===== src/common/gyro_pkg.sv =====
`default_nettype none

package gyro_pkg;

	// converter and loop word widths
	localparam int ADC_W  = 14;
	localparam int DAC_W  = 16;
	localparam int DATA_W = 32;

	// averaging window is 2**shift samples
	// 14-bit samples times 2**10 still fit the 32-bit accumulator
	localparam int MAX_AVG_SHIFT = 10;

	// signed loop word
	// used for amplitude, error, step and offset
	typedef logic signed [DATA_W-1:0] data_t;

	// raw adc sample, two's complement
	typedef logic signed [ADC_W-1:0] adc_t;

	// dac code, wraps modulo 2**16
	typedef logic [DAC_W-1:0] dac_t;

	// half period and settling counts in clock cycles
	typedef logic [31:0] cnt_t;

	// right shift for gains and averaging
	typedef logic [4:0] shift_t;

endpackage

`default_nettype wire


===== src/common/regmap_pkg.sv =====
`default_nettype none

package regmap_pkg;

	// axi4-lite bus widths
	localparam int AXI_ADDR_W = 8;
	localparam int AXI_DATA_W = 32;

	typedef logic [AXI_ADDR_W-1:0] axil_addr_t;
	typedef logic [AXI_DATA_W-1:0] axil_data_t;

	// byte offsets of the 32-bit words
	// modulation settings
	localparam axil_addr_t REG_FREQ_CNT   = 8'h00;
	localparam axil_addr_t REG_AMP_H      = 8'h04;
	localparam axil_addr_t REG_AMP_L      = 8'h08;
	// demodulator settings
	localparam axil_addr_t REG_POLARITY   = 8'h0C;
	localparam axil_addr_t REG_WAIT_CNT   = 8'h10;
	localparam axil_addr_t REG_AVG_SEL    = 8'h14;
	// step and ramp settings
	localparam axil_addr_t REG_GAIN_STEP  = 8'h18;
	localparam axil_addr_t REG_CONST_STEP = 8'h1C;
	localparam axil_addr_t REG_FB_ON      = 8'h20;
	localparam axil_addr_t REG_GAIN_RAMP  = 8'h24;
	localparam axil_addr_t REG_ERR_OFFSET = 8'h28;
	// readback, writes ignored
	localparam axil_addr_t REG_ERR        = 8'h30;
	localparam axil_addr_t REG_STEP       = 8'h34;

	// okay response
	localparam logic [1:0] RESP_OKAY = 2'b00;

endpackage

`default_nettype wire


===== src/loop/err_demod.sv =====
`timescale 1ns/1ps
`default_nettype none

module err_demod (
	input  logic             CLOCK_DAC_1,
	input  logic             i_rst_n,
	input  logic             i_mod_high,
	input  logic             i_mod_trig,
	input  gyro_pkg::adc_t   i_adc,
	input  gyro_pkg::cnt_t   i_wait_cnt,
	input  gyro_pkg::shift_t i_avg_sel,
	input  logic             i_polarity,
	input  gyro_pkg::data_t  i_err_offset,
	output gyro_pkg::data_t  o_err,
	output logic             o_err_valid
);

	import gyro_pkg::*;

	// settle, accumulate, then idle until the next switch
	typedef enum logic [1:0] {WAIT, SUM, HOLD} state_t;

	state_t state;
	adc_t   adc_q;
	cnt_t   cnt;
	cnt_t   sum_last;
	// level of the half under measurement
	logic   half_high;
	data_t  acc;
	data_t  acc_next;
	data_t  high_avg;
	data_t  low_avg;
	data_t  diff;
	logic   high_done;
	logic   err_load;

	// window of 2**avg_sel samples, minus one
	assign sum_last = (cnt_t'(1) << i_avg_sel) - 1'b1;
	assign acc_next = acc + data_t'(adc_q);

	// high half finished its average before the switch
	assign high_done = (state == HOLD) && half_high;
	// switch into low ends a high half, one error per period
	assign err_load  = i_mod_trig && !i_mod_high && high_done;
	assign diff      = high_avg - low_avg;

	// one input stage, sample already on this clock
	always_ff @(posedge CLOCK_DAC_1) begin
		adc_q <= i_adc;
	end

	always_ff @(posedge CLOCK_DAC_1) begin
		if (!i_rst_n) begin
			state     <= HOLD;
			cnt       <= '0;
			half_high <= 1'b0;
			acc       <= '0;
			high_avg  <= '0;
			low_avg   <= '0;
		end else if (i_mod_trig) begin
			// every switch restarts the measurement
			half_high <= i_mod_high;
			cnt       <= '0;
			acc       <= '0;
			state     <= (i_wait_cnt == '0) ? SUM : WAIT;
		end else begin
			case (state)
				WAIT: begin
					// modulator transient settling
					if (cnt >= i_wait_cnt - 1'b1) begin
						cnt   <= '0;
						state <= SUM;
					end else begin
						cnt <= cnt + 1'b1;
					end
				end
				SUM: begin
					acc <= acc_next;
					if (cnt >= sum_last) begin
						state <= HOLD;
						// arithmetic shift keeps the sign
						if (half_high)
							high_avg <= acc_next >>> i_avg_sel;
						else
							low_avg <= acc_next >>> i_avg_sel;
					end else begin
						cnt <= cnt + 1'b1;
					end
				end
				default: state <= HOLD;
			endcase
		end
	end

	// error register, valid the cycle after the switch
	always_ff @(posedge CLOCK_DAC_1) begin
		if (!i_rst_n) begin
			o_err       <= '0;
			o_err_valid <= 1'b0;
		end else begin
			o_err_valid <= err_load;
			if (err_load)
				o_err <= (i_polarity ? -diff : diff) + i_err_offset;
		end
	end

	// host setting must leave accumulator headroom
	a_avg_sel_range: assert property (@(posedge CLOCK_DAC_1) disable iff (!i_rst_n)
		i_avg_sel <= MAX_AVG_SHIFT);

endmodule

`default_nettype wire


===== src/loop/fb_step_gen.sv =====
`timescale 1ns/1ps
`default_nettype none

module fb_step_gen (
	input  logic             CLOCK_DAC_1,
	input  logic             i_rst_n,
	input  gyro_pkg::data_t  i_err,
	input  logic             i_err_valid,
	input  logic             i_fb_on,
	input  gyro_pkg::shift_t i_gain_step,
	input  gyro_pkg::data_t  i_const_step,
	output gyro_pkg::data_t  o_step
);

	import gyro_pkg::*;

	// error after loop gain
	data_t err_scaled;

	assign err_scaled = i_err >>> i_gain_step;

	// integrate once per period
	// open loop holds the host step instead
	always_ff @(posedge CLOCK_DAC_1) begin
		if (!i_rst_n) begin
			o_step <= '0;
		end else if (i_err_valid) begin
			if (i_fb_on)
				o_step <= o_step + err_scaled;
			else
				o_step <= i_const_step;
		end
	end

endmodule

`default_nettype wire


===== src/loop/mod_gen.sv =====
`timescale 1ns/1ps
`default_nettype none

module mod_gen (
	input  logic            CLOCK_DAC_1,
	input  logic            i_rst_n,
	input  gyro_pkg::cnt_t  i_freq_cnt,
	input  gyro_pkg::data_t i_amp_h,
	input  gyro_pkg::data_t i_amp_l,
	output gyro_pkg::data_t o_mod_out,
	output logic            o_mod_high,
	output logic            o_mod_trig
);

	import gyro_pkg::*;

	// position inside the running half
	cnt_t half_cnt;
	// length of the running half, taken at its switch
	cnt_t half_len;
	logic half_end;

	// last cycle of this half
	// a zero length (right after reset) switches every cycle
	assign half_end = (half_cnt + 1'b1) >= half_len;

	always_ff @(posedge CLOCK_DAC_1) begin
		if (!i_rst_n) begin
			half_cnt   <= '0;
			half_len   <= '0;
			o_mod_high <= 1'b0;
			o_mod_trig <= 1'b0;
		end else if (half_end) begin
			// new half, new period from the register
			half_cnt   <= '0;
			half_len   <= i_freq_cnt;
			o_mod_high <= ~o_mod_high;
			o_mod_trig <= 1'b1;
		end else begin
			half_cnt   <= half_cnt + 1'b1;
			o_mod_trig <= 1'b0;
		end
	end

	// level select, amplitudes may change at any time
	assign o_mod_out = o_mod_high ? i_amp_h : i_amp_l;

endmodule

`default_nettype wire


===== src/loop/phase_ramp_gen.sv =====
`timescale 1ns/1ps
`default_nettype none

module phase_ramp_gen (
	input  logic             CLOCK_DAC_1,
	input  logic             i_rst_n,
	input  gyro_pkg::data_t  i_step,
	input  gyro_pkg::data_t  i_mod_out,
	input  logic             i_mod_trig,
	input  gyro_pkg::shift_t i_gain_ramp,
	output gyro_pkg::dac_t   o_dac
);

	import gyro_pkg::*;

	// ramp increment after gain
	data_t step_scaled;
	// phase accumulator, wraps at full dac scale
	dac_t  ramp;
	dac_t  ramp_next;

	assign step_scaled = i_step >>> i_gain_ramp;

	// one step per half period
	assign ramp_next = i_mod_trig ? ramp + step_scaled[DAC_W-1:0] : ramp;

	always_ff @(posedge CLOCK_DAC_1) begin
		if (!i_rst_n) begin
			ramp  <= '0;
			o_dac <= '0;
		end else begin
			ramp  <= ramp_next;
			// ramp and level change together, flat across the half
			o_dac <= ramp_next + i_mod_out[DAC_W-1:0];
		end
	end

endmodule

`default_nettype wire


===== src/source/axil_regs.sv =====
`timescale 1ns/1ps
`default_nettype none

module axil_regs (
	input  logic                   CLOCK_DAC_1,
	input  logic                   i_rst_n,
	input  regmap_pkg::axil_addr_t i_awaddr,
	input  logic                   i_awvalid,
	output logic                   o_awready,
	input  regmap_pkg::axil_data_t i_wdata,
	input  logic                   i_wvalid,
	output logic                   o_wready,
	output logic [1:0]             o_bresp,
	output logic                   o_bvalid,
	input  logic                   i_bready,
	input  regmap_pkg::axil_addr_t i_araddr,
	input  logic                   i_arvalid,
	output logic                   o_arready,
	output regmap_pkg::axil_data_t o_rdata,
	output logic [1:0]             o_rresp,
	output logic                   o_rvalid,
	input  logic                   i_rready,
	output gyro_pkg::cnt_t         o_freq_cnt,
	output gyro_pkg::cnt_t         o_wait_cnt,
	output gyro_pkg::data_t        o_amp_h,
	output gyro_pkg::data_t        o_amp_l,
	output gyro_pkg::data_t        o_const_step,
	output gyro_pkg::data_t        o_err_offset,
	output logic                   o_polarity,
	output logic                   o_fb_on,
	output gyro_pkg::shift_t       o_avg_sel,
	output gyro_pkg::shift_t       o_gain_step,
	output gyro_pkg::shift_t       o_gain_ramp,
	input  gyro_pkg::data_t        i_err,
	input  gyro_pkg::data_t        i_step
);

	import gyro_pkg::*;
	import regmap_pkg::*;

	// address and data may arrive on different cycles
	logic       aw_hold;
	logic       w_hold;
	axil_addr_t aw_addr_q;
	axil_data_t w_data_q;
	logic       aw_fire;
	logic       w_fire;
	logic       ar_fire;
	logic       wr_en;
	axil_addr_t wr_addr;
	axil_data_t wr_data;
	axil_addr_t wr_word;
	axil_addr_t rd_word;
	axil_data_t rd_mux;

	// one write outstanding, no new beats while the response waits
	assign o_awready = !aw_hold && !o_bvalid;
	assign o_wready  = !w_hold && !o_bvalid;
	// one read outstanding
	assign o_arready = !o_rvalid;
	assign o_bresp   = RESP_OKAY;
	assign o_rresp   = RESP_OKAY;

	assign aw_fire = i_awvalid && o_awready;
	assign w_fire  = i_wvalid && o_wready;
	assign ar_fire = i_arvalid && o_arready;

	// commit on the later of the two beats
	assign wr_en   = (aw_hold || aw_fire) && (w_hold || w_fire);
	assign wr_addr = aw_hold ? aw_addr_q : i_awaddr;
	assign wr_data = w_hold ? w_data_q : i_wdata;

	// word decode, low byte lanes dropped
	assign wr_word = {wr_addr[AXI_ADDR_W-1:2], 2'b00};
	assign rd_word = {i_araddr[AXI_ADDR_W-1:2], 2'b00};

	// write channel
	always_ff @(posedge CLOCK_DAC_1) begin
		if (!i_rst_n) begin
			aw_hold  <= 1'b0;
			w_hold   <= 1'b0;
			o_bvalid <= 1'b0;
		end else if (wr_en) begin
			aw_hold  <= 1'b0;
			w_hold   <= 1'b0;
			o_bvalid <= 1'b1;
		end else begin
			if (aw_fire)
				aw_hold <= 1'b1;
			if (w_fire)
				w_hold <= 1'b1;
			if (o_bvalid && i_bready)
				o_bvalid <= 1'b0;
		end
	end

	// parked beat payload
	always_ff @(posedge CLOCK_DAC_1) begin
		if (aw_fire)
			aw_addr_q <= i_awaddr;
		if (w_fire)
			w_data_q <= i_wdata;
	end

	// setting registers
	always_ff @(posedge CLOCK_DAC_1) begin
		if (!i_rst_n) begin
			o_freq_cnt   <= '0;
			o_wait_cnt   <= '0;
			o_amp_h      <= '0;
			o_amp_l      <= '0;
			o_const_step <= '0;
			o_err_offset <= '0;
			o_polarity   <= 1'b0;
			o_fb_on      <= 1'b0;
			o_avg_sel    <= '0;
			o_gain_step  <= '0;
			o_gain_ramp  <= '0;
		end else if (wr_en) begin
			case (wr_word)
				REG_FREQ_CNT:   o_freq_cnt   <= cnt_t'(wr_data);
				REG_AMP_H:      o_amp_h      <= data_t'(wr_data);
				REG_AMP_L:      o_amp_l      <= data_t'(wr_data);
				REG_POLARITY:   o_polarity   <= wr_data[0];
				REG_WAIT_CNT:   o_wait_cnt   <= cnt_t'(wr_data);
				REG_AVG_SEL:    o_avg_sel    <= shift_t'(wr_data);
				REG_GAIN_STEP:  o_gain_step  <= shift_t'(wr_data);
				REG_CONST_STEP: o_const_step <= data_t'(wr_data);
				REG_FB_ON:      o_fb_on      <= wr_data[0];
				REG_GAIN_RAMP:  o_gain_ramp  <= shift_t'(wr_data);
				REG_ERR_OFFSET: o_err_offset <= data_t'(wr_data);
				// readback and unmapped words keep nothing
				default: ;
			endcase
		end
	end

	// read decode, unmapped reads as zero
	always_comb begin
		case (rd_word)
			REG_FREQ_CNT:   rd_mux = axil_data_t'(o_freq_cnt);
			REG_AMP_H:      rd_mux = axil_data_t'(o_amp_h);
			REG_AMP_L:      rd_mux = axil_data_t'(o_amp_l);
			REG_POLARITY:   rd_mux = axil_data_t'(o_polarity);
			REG_WAIT_CNT:   rd_mux = axil_data_t'(o_wait_cnt);
			REG_AVG_SEL:    rd_mux = axil_data_t'(o_avg_sel);
			REG_GAIN_STEP:  rd_mux = axil_data_t'(o_gain_step);
			REG_CONST_STEP: rd_mux = axil_data_t'(o_const_step);
			REG_FB_ON:      rd_mux = axil_data_t'(o_fb_on);
			REG_GAIN_RAMP:  rd_mux = axil_data_t'(o_gain_ramp);
			REG_ERR_OFFSET: rd_mux = axil_data_t'(o_err_offset);
			REG_ERR:        rd_mux = axil_data_t'(i_err);
			REG_STEP:       rd_mux = axil_data_t'(i_step);
			default:        rd_mux = '0;
		endcase
	end

	// read channel, data captured once at the address beat
	always_ff @(posedge CLOCK_DAC_1) begin
		if (!i_rst_n)
			o_rvalid <= 1'b0;
		else if (ar_fire)
			o_rvalid <= 1'b1;
		else if (o_rvalid && i_rready)
			o_rvalid <= 1'b0;
	end

	always_ff @(posedge CLOCK_DAC_1) begin
		if (ar_fire)
			o_rdata <= rd_mux;
	end

	// write response held until the master takes it
	a_bvalid_hold: assert property (@(posedge CLOCK_DAC_1) disable iff (!i_rst_n)
		o_bvalid && !i_bready |=> o_bvalid);

	// read beat frozen while stalled
	a_rdata_hold: assert property (@(posedge CLOCK_DAC_1) disable iff (!i_rst_n)
		o_rvalid && !i_rready |=> o_rvalid && $stable(o_rdata));

endmodule

`default_nettype wire


===== src/source/fog_loop_top.sv =====
`timescale 1ns/1ps
`default_nettype none

module fog_loop_top (
	input  logic                   CLOCK_DAC_1,
	input  logic                   i_rst_n,
	input  regmap_pkg::axil_addr_t i_awaddr,
	input  logic                   i_awvalid,
	output logic                   o_awready,
	input  regmap_pkg::axil_data_t i_wdata,
	input  logic                   i_wvalid,
	output logic                   o_wready,
	output logic [1:0]             o_bresp,
	output logic                   o_bvalid,
	input  logic                   i_bready,
	input  regmap_pkg::axil_addr_t i_araddr,
	input  logic                   i_arvalid,
	output logic                   o_arready,
	output regmap_pkg::axil_data_t o_rdata,
	output logic [1:0]             o_rresp,
	output logic                   o_rvalid,
	input  logic                   i_rready,
	input  gyro_pkg::adc_t         i_adc,
	output gyro_pkg::dac_t         o_dac
);

	import gyro_pkg::*;

	// settings out of the register file
	cnt_t   freq_cnt;
	cnt_t   wait_cnt;
	data_t  amp_h;
	data_t  amp_l;
	data_t  const_step;
	data_t  err_offset;
	logic   polarity;
	logic   fb_on;
	shift_t avg_sel;
	shift_t gain_step;
	shift_t gain_ramp;

	// loop chain
	data_t  mod_out;
	logic   mod_high;
	logic   mod_trig;
	data_t  err;
	logic   err_valid;
	data_t  step;

	// host side, settings and readback
	axil_regs u_regs (
		.CLOCK_DAC_1  (CLOCK_DAC_1),
		.i_rst_n      (i_rst_n),
		.i_awaddr     (i_awaddr),
		.i_awvalid    (i_awvalid),
		.o_awready    (o_awready),
		.i_wdata      (i_wdata),
		.i_wvalid     (i_wvalid),
		.o_wready     (o_wready),
		.o_bresp      (o_bresp),
		.o_bvalid     (o_bvalid),
		.i_bready     (i_bready),
		.i_araddr     (i_araddr),
		.i_arvalid    (i_arvalid),
		.o_arready    (o_arready),
		.o_rdata      (o_rdata),
		.o_rresp      (o_rresp),
		.o_rvalid     (o_rvalid),
		.i_rready     (i_rready),
		.o_freq_cnt   (freq_cnt),
		.o_wait_cnt   (wait_cnt),
		.o_amp_h      (amp_h),
		.o_amp_l      (amp_l),
		.o_const_step (const_step),
		.o_err_offset (err_offset),
		.o_polarity   (polarity),
		.o_fb_on      (fb_on),
		.o_avg_sel    (avg_sel),
		.o_gain_step  (gain_step),
		.o_gain_ramp  (gain_ramp),
		.i_err        (err),
		.i_step       (step)
	);

	// square-wave bias modulation
	mod_gen u_mod_gen (
		.CLOCK_DAC_1 (CLOCK_DAC_1),
		.i_rst_n     (i_rst_n),
		.i_freq_cnt  (freq_cnt),
		.i_amp_h     (amp_h),
		.i_amp_l     (amp_l),
		.o_mod_out   (mod_out),
		.o_mod_high  (mod_high),
		.o_mod_trig  (mod_trig)
	);

	// rate error from the two half averages
	err_demod u_err_demod (
		.CLOCK_DAC_1  (CLOCK_DAC_1),
		.i_rst_n      (i_rst_n),
		.i_mod_high   (mod_high),
		.i_mod_trig   (mod_trig),
		.i_adc        (i_adc),
		.i_wait_cnt   (wait_cnt),
		.i_avg_sel    (avg_sel),
		.i_polarity   (polarity),
		.i_err_offset (err_offset),
		.o_err        (err),
		.o_err_valid  (err_valid)
	);

	// loop integrator
	fb_step_gen u_fb_step_gen (
		.CLOCK_DAC_1  (CLOCK_DAC_1),
		.i_rst_n      (i_rst_n),
		.i_err        (err),
		.i_err_valid  (err_valid),
		.i_fb_on      (fb_on),
		.i_gain_step  (gain_step),
		.i_const_step (const_step),
		.o_step       (step)
	);

	// serrodyne ramp plus modulation into the dac
	phase_ramp_gen u_phase_ramp_gen (
		.CLOCK_DAC_1 (CLOCK_DAC_1),
		.i_rst_n     (i_rst_n),
		.i_step      (step),
		.i_mod_out   (mod_out),
		.i_mod_trig  (mod_trig),
		.i_gain_ramp (gain_ramp),
		.o_dac       (o_dac)
	);

endmodule

`default_nettype wire

===== config.mk =====
export PLATFORM = sky130hd
export DESIGN_NAME = fog_loop_top
export DESIGN_NICKNAME = d
export VERILOG_FILES = /design/src/common/gyro_pkg.sv /design/src/common/regmap_pkg.sv /design/src/loop/err_demod.sv /design/src/loop/fb_step_gen.sv /design/src/loop/mod_gen.sv /design/src/loop/phase_ramp_gen.sv /design/src/source/axil_regs.sv /design/src/source/fog_loop_top.sv
export SDC_FILE = /design/constraint.sdc
export NUM_CORES = 2
export LEC_CHECK = 0
export BUFFER_PORTS_ARGS = -buffer_cell sky130_fd_sc_hd__buf_2
export CORE_MARGIN = 4
export CORE_UTILIZATION = 67
export DETAILED_ROUTE_END_ITERATION = 8
export PLACE_DENSITY = 0.85
export SYNTH_ARGS = -nofsm -noshare
export SYNTH_HDL_FRONTEND = slang
export SYNTH_HIERARCHICAL = 1
export SYNTH_SLANG_ARGS = --single-unit

===== constraint.sdc =====
create_clock -name CLOCK_DAC_1 -period 9.09 [get_ports CLOCK_DAC_1]
set_input_delay 0.4545 -clock CLOCK_DAC_1 [delete_from_list [all_inputs] [get_ports CLOCK_DAC_1]]
set_output_delay 0.4545 -clock CLOCK_DAC_1 [all_outputs]
set_load 0.02 [all_outputs]

== Yosys cells after proc, flatten, opt, wreduce, memory -nomap -nowiden ==
Index checks and enable logic that the tools add are counted.

* Register bits: 593
* Bits of input ports: 69
* Output and inout bits: 57
* Logic and storage cells: 146

* Add/subtract/negate cells: 11
* $lt $le $gt $ge: 3
* Eq/ne operators: 27
* Shifts and indexed selects: 4
* Multiplexer cells: 20
* Bitwise logic cells: 4
* Reductions and logical operators: 43

{| class="wikitable"
|+ Operators by type and width
! kind !! number
|-
| 32-bit one-hot mux with 13 select lines || 1
|-
| 32-bit 2-to-1 mux || 5
|-
| 32-bit >= comparator || 3
|-
| 32-bit by 1-bit adder with 32-bit output (second input constant) || 2
|-
| 32-bit adder || 2
|-
| 32-bit one-hot mux with 2 select lines || 1
|-
| 32-bit by 5-bit >>> shifter with 32-bit output || 2
|-
| 32-bit by 1-bit subtractor with 32-bit output (second input constant) || 2
|-
| 6-bit by 3-bit equality test with 1-bit output (second input constant) || 8
|-
| 6-bit by 4-bit equality test with 1-bit output (second input constant) || 8
|-
| 16-bit adder || 2
|-
| 32-bit by 14-bit adder with 32-bit output || 1
|-
| 32-bit zero test || 1
|-
| 16-bit 2-to-1 mux || 2
|-
| 32-bit negator || 1
|-
| 1-bit by 5-bit << shifter with 32-bit output (first input constant) || 1
|-
| 32-bit by 5-bit >>> shifter with 16-bit output || 1
|-
| 32-bit subtractor || 1
|-
| 2-bit AND reduction || 13
|-
| 6-bit by 2-bit equality test with 1-bit output (second input constant) || 4
|-
| 8-bit zero test || 2
|-
| 6-bit by 1-bit equality test with 1-bit output (second input constant) || 2
|-
| 1-bit logical AND || 11
|-
| 8-bit 2-to-1 mux || 1
|-
| 14 further kinds || 35
|}

== Longest topological paths before layout ==
* Depth in word-level cells: 6
* Mapped depth: 27
* Mapped depth without buffers: 26

== By module ==
Netlist, hierarchy kept.

{| class="wikitable"
|+ Modules (own cells, without submodules)
! module !! instances !! cells an instance !! area an instance (um2)
|-
| err_demod || 1 || 2363 || 17541.8
|-
| axil_regs || 1 || 1125 || 11659.9
|-
| fb_step_gen || 1 || 644 || 4837.1
|-
| mod_gen || 1 || 443 || 3993.8
|-
| phase_ramp_gen || 1 || 493 || 3963.8
|}

== Least setup slack after synthesis ==
Ideal clock, no wire load.

* Path kind: reg-to-reg
* Start point: register u_regs.o_gain_ramp[1]
* End point: register u_phase_ramp_gen.o_dac[15]
* Library setup time: 0.129 ns
* Arrival time: 5.193 ns
* Required time: 8.961 ns
* Slack: 3.768 ns
* Stages on the path, launching flop included: 26
* Buffers on the path: 3
* Period minus slack after synthesis: 5.322 ns
* Cell sequence: dfxtp_1 -> buf_2 -> buf_2 -> buf_2 -> mux2i_1 -> nand2_1 -> a21oi_1 -> a21oi_1 -> a21oi_1 -> mux2i_1 -> ha_1 -> fa_1 -> a21o_1 -> a21oi_1 -> o21ai_1 -> a41oi_1 -> xnor2_1 -> mux2_2 -> ha_1 -> and3_1 -> a21oi_1 -> nand4_1 -> and4_1 -> or3_1 -> o211ai_1 -> nand4_1

* Word-level cells in the longest chain between the ends: 4

{| class="wikitable"
|+ Ends and longest elaborated chain
! element !! RTL line !! RTL
|-
| from (decl) || axil_regs.sv:33 || <nowiki>output gyro_pkg::shift_t o_gain_ramp,</nowiki>
|-
| from (signal assigned) || axil_regs.sv:130 || <nowiki>REG_GAIN_RAMP: o_gain_ramp <= shift_t'(wr_data);</nowiki>
|-
| 32-bit by 5-bit >>> shifter with 16-bit output || phase_ramp_gen.sv:22 || <nowiki>assign step_scaled = i_step >>> i_gain_ramp;</nowiki>
|-
| 16-bit adder || phase_ramp_gen.sv:25 || <nowiki>assign ramp_next = i_mod_trig ? ramp + step_scaled[DAC_W-1:0] : ramp;</nowiki>
|-
| 16-bit 2-to-1 mux || phase_ramp_gen.sv:25 ||
|-
| net u_phase_ramp_gen.ramp_next[10] || phase_ramp_gen.sv:20 || <nowiki>dac_t ramp_next;</nowiki>
|-
| 16-bit adder || phase_ramp_gen.sv:34 || <nowiki>o_dac <= ramp_next + i_mod_out[DAC_W-1:0];</nowiki>
|-
| to (signal assigned) || phase_ramp_gen.sv:34 ||
|-
| to (decl) || phase_ramp_gen.sv:11 || <nowiki>output gyro_pkg::dac_t o_dac</nowiki>
|}

The timed path passes the listed nets, and every way through them passes these cells.
A chain may end at the register's enable or synchronous reset.

== Worst setup path in the final report ==
* Start point: register u_regs.o_avg_sel[3]
* End point: register u_err_demod.high_avg[17]

* Word-level cells in the longest chain between the ends: 4

{| class="wikitable"
|+ Ends and longest elaborated chain
! element !! RTL line !! RTL
|-
| from (decl) || axil_regs.sv:31 || <nowiki>output gyro_pkg::shift_t o_avg_sel,</nowiki>
|-
| from (signal assigned) || axil_regs.sv:126 || <nowiki>REG_AVG_SEL: o_avg_sel <= shift_t'(wr_data);</nowiki>
|-
| 1-bit by 5-bit << shifter with 32-bit output || err_demod.sv:38 || <nowiki>assign sum_last = (cnt_t'(1) << i_avg_sel) - 1'b1;</nowiki>
|-
| 32-bit by 1-bit subtractor with 32-bit output || err_demod.sv:38 ||
|-
| 32-bit >= comparator || err_demod.sv:79 || <nowiki>if (cnt >= sum_last) begin</nowiki>
|-
| 4-bit AND reduction (no source line) || - ||
|-
| to (signal assigned) || err_demod.sv:83 || <nowiki>high_avg <= acc_next >>> i_avg_sel;</nowiki>
|-
| to (decl) || err_demod.sv:31 || <nowiki>data_t high_avg;</nowiki>
|}

Several ways; a longest one is shown, not always the timed one.

==> flow_metrics.env <==
export IMPL_cp_end_kind="flop"
export IMPL_holdPathStages=1
export IMPL_design_area_um2=45000
export IMPL_clock_fmax_ghz=0.158
export IMPL_core_area_um2=61700
export IMPL_cts_tree="built"
export IMPL_setup_viol=0
export IMPL_r2r_cells=22
export IMPL_fin_worst_skew_ps=29.6
export IMPL_hpwl_um=99100
export IMPL_rsz0062_at_grt="no"
export IMPL_start_util_pct=67.8
export IMPL_drv_slew=0
export IMPL_wire_per_inst_um=23.1
export IMPL_ir_worst_vdd_mv=0.140
export IMPL_grt_max_degree=160
export IMPL_die_h_um=258
export IMPL_finalNonFillerCells=5881
export IMPL_finalHoldViolCount=0
export IMPL_grt_overflow=0
export IMPL_r2r_start="u_regs/o_avg_sel[3]"
export IMPL_maxCapViolations=0
export IMPL_cts_setup_buffers=0
export IMPL_postSynthCellCount=5052
export IMPL_tightest_slew_ps=1150
export IMPL_endpoint="u_err_demod/high_avg[17]"
export IMPL_hp_class="primary input to flop"
export IMPL_antenna_found_initial=5
export IMPL_swShare_pct=29.6
export IMPL_arrival_ps=6840
export IMPL_rows=91
export IMPL_area_growth_pct=7.71
export IMPL_root_buffer="clkbuf_16"
export IMPL_reg2reg_setup_slack_ps=2770
export IMPL_place_ws_ps=2950
export IMPL_synth_warnings=6
export IMPL_grt_pass1_vias=36750
export IMPL_fin_ws_ps=2770
export IMPL_clk_insertion_delay_late_ps=630
export IMPL_vias=39934
export IMPL_numCtsBuffers=67
export IMPL_pwr_share_seq_pct=40.6
export IMPL_start_kind="flop"
export IMPL_drc=0
export IMPL_crit_type="flop to flop"
export IMPL_die_area_um2=66500
export IMPL_drt_wl_total_um=136000
export IMPL_period_needed_ps=6320
export IMPL_tns_ps=0
export IMPL_clkTransAtPathRegs_ps=60
export IMPL_gp_congestion=1.03
export IMPL_drive_gt1_share_pct=10.1
export IMPL_drt_pass1_iterations=8
export IMPL_crit_required_ps=9610
export IMPL_pin_count=126
export IMPL_syn_area_per_cell_um2=8.28
export IMPL_p_int_mw=4.74
export IMPL_nFillCells=4674
export IMPL_p_sw_mw=1.99
export IMPL_status="complete, no violations"
export IMPL_power_density_nw_per_um2=149
export IMPL_clock_sinks=591
export IMPL_cts_hold_buf=17
export IMPL_ctsLongestPathBuffers=3
export IMPL_syn_area_um2=41800
export IMPL_leakagePower_nw=19.3
export IMPL_worst_path_max_fanout=27
export IMPL_drt_initial_drc_count=5301
export IMPL_fin_crit_sh_pct=69.5
export IMPL_cp_startpoint="u_regs/o_avg_sel[3]"
export IMPL_combPwrFrac_pct=18.0
export IMPL_final_antenna_net_count=0
export IMPL_worstReg2RegEnd="u_err_demod/high_avg[17]"
export IMPL_place_area_um2=42600
export IMPL_cts_htree_levels=3
export IMPL_nets=5324
export IMPL_p_total_mw=6.73
export IMPL_pwr_share_clk_pct=41.4
export IMPL_grt_usage_pct=39.1
export IMPL_dp_cells=5740
export IMPL_grt_pass1_wl_um=209000
export IMPL_port_buffer_count=117
export IMPL_die_w_um=258
export IMPL_relSlewSlack_pct=23.4
export IMPL_avgViaCountPerCell=6.79
export IMPL_post_cts_resized=0
-- layer usage --
| layer | wire (um) | global-route usage [%] | vias up |
|---|---|---|---|
| met4 | 10600 | 25.2 | 6 |
| met3 | 14400 | 7.76 | 562 |
| met5 | 34 | 0 | - |
| met2 | 58000 | 59.9 | 2347 |
| met1 | 52800 | 50.5 | 18594 |
| li1 | - | - | 18425 |
-- worst min path at each step --
stage | endpoint | startpoint | slack, ps
finish | u_regs/aw_addr_q[7] | i_awaddr[7] | 20
global route | u_regs/aw_addr_q[7] | i_awaddr[7] | 10
CTS | u_regs/aw_addr_q[7] | i_awaddr[7] | 0.3
detailed placement | u_err_demod/low_avg[26] | u_err_demod/low_avg[26] | 450
global placement | u_err_demod/low_avg[30] | u_err_demod/low_avg[30] | 440
floorplan | u_err_demod/low_avg[23] | u_err_demod/low_avg[23] | 440
-- critical path: stages, from the launching register on --
cell and delay, ps:
dfxtp_1 340, clkinv_1 50, buf_4 300, nand2_1 390
nor2_1 600, nand2_1 170, ha_1 430, or2_2 450
o32ai_1 290, a22oi_1 140, ha_1 310, nand4_1 110
nor2_1 60, nor2_1 80, nand2_1 60, a221oi_1 240
nand2_1 100, a21oi_1 600, o21ai_2 410, buf_4 340
nand2_1 360, nor4b_1 120, a311o_1 280
-- per-stage QoR --
step	hold slack, ps	util, %
finish	16.3	73.0
global route	12.4	73.0
detailed placement	451	69.0
floorplan	436	-
global placement	445	69.0
CTS	0.281	73.0
-- cells in the final DEF, fill, tap and decap left out, types with 125 or more instances in the layout --
cell,instances
a21oi_1,337
a22oi_1,125
dfxtp_1,518
ha_1,260
inv_1,145
mux2i_1,311
nand2_1,660
nand3_1,182
nor2_1,322
o21ai_0,284
xnor2_1,146
-- power by group through the flow --
stage	sequential, mW	clock (mW)	combinational (mW)
floorplan	2.79	0	0.877
global route	2.74	2.92	1.30
finish	2.74	2.79	1.21
detailed placement	2.79	0	1.17
CTS	2.73	2.80	1.18
global placement	2.79	0	1.15
-- area by class of cell --
class	count	area [um^2]	area share, %
repair buffers	182	1140	2.53
inverters	150	563	1.25
multi-input cells	3997	27500	61.0
flip-flops and latches	591	12500	27.8
clock inverters	30	330	0.733
diodes	5	12.5	0.0278
clock buffers	89	1920	4.26
well taps	837	1050	2.33
Note: power is estimated with default switching activity, not from simulation.
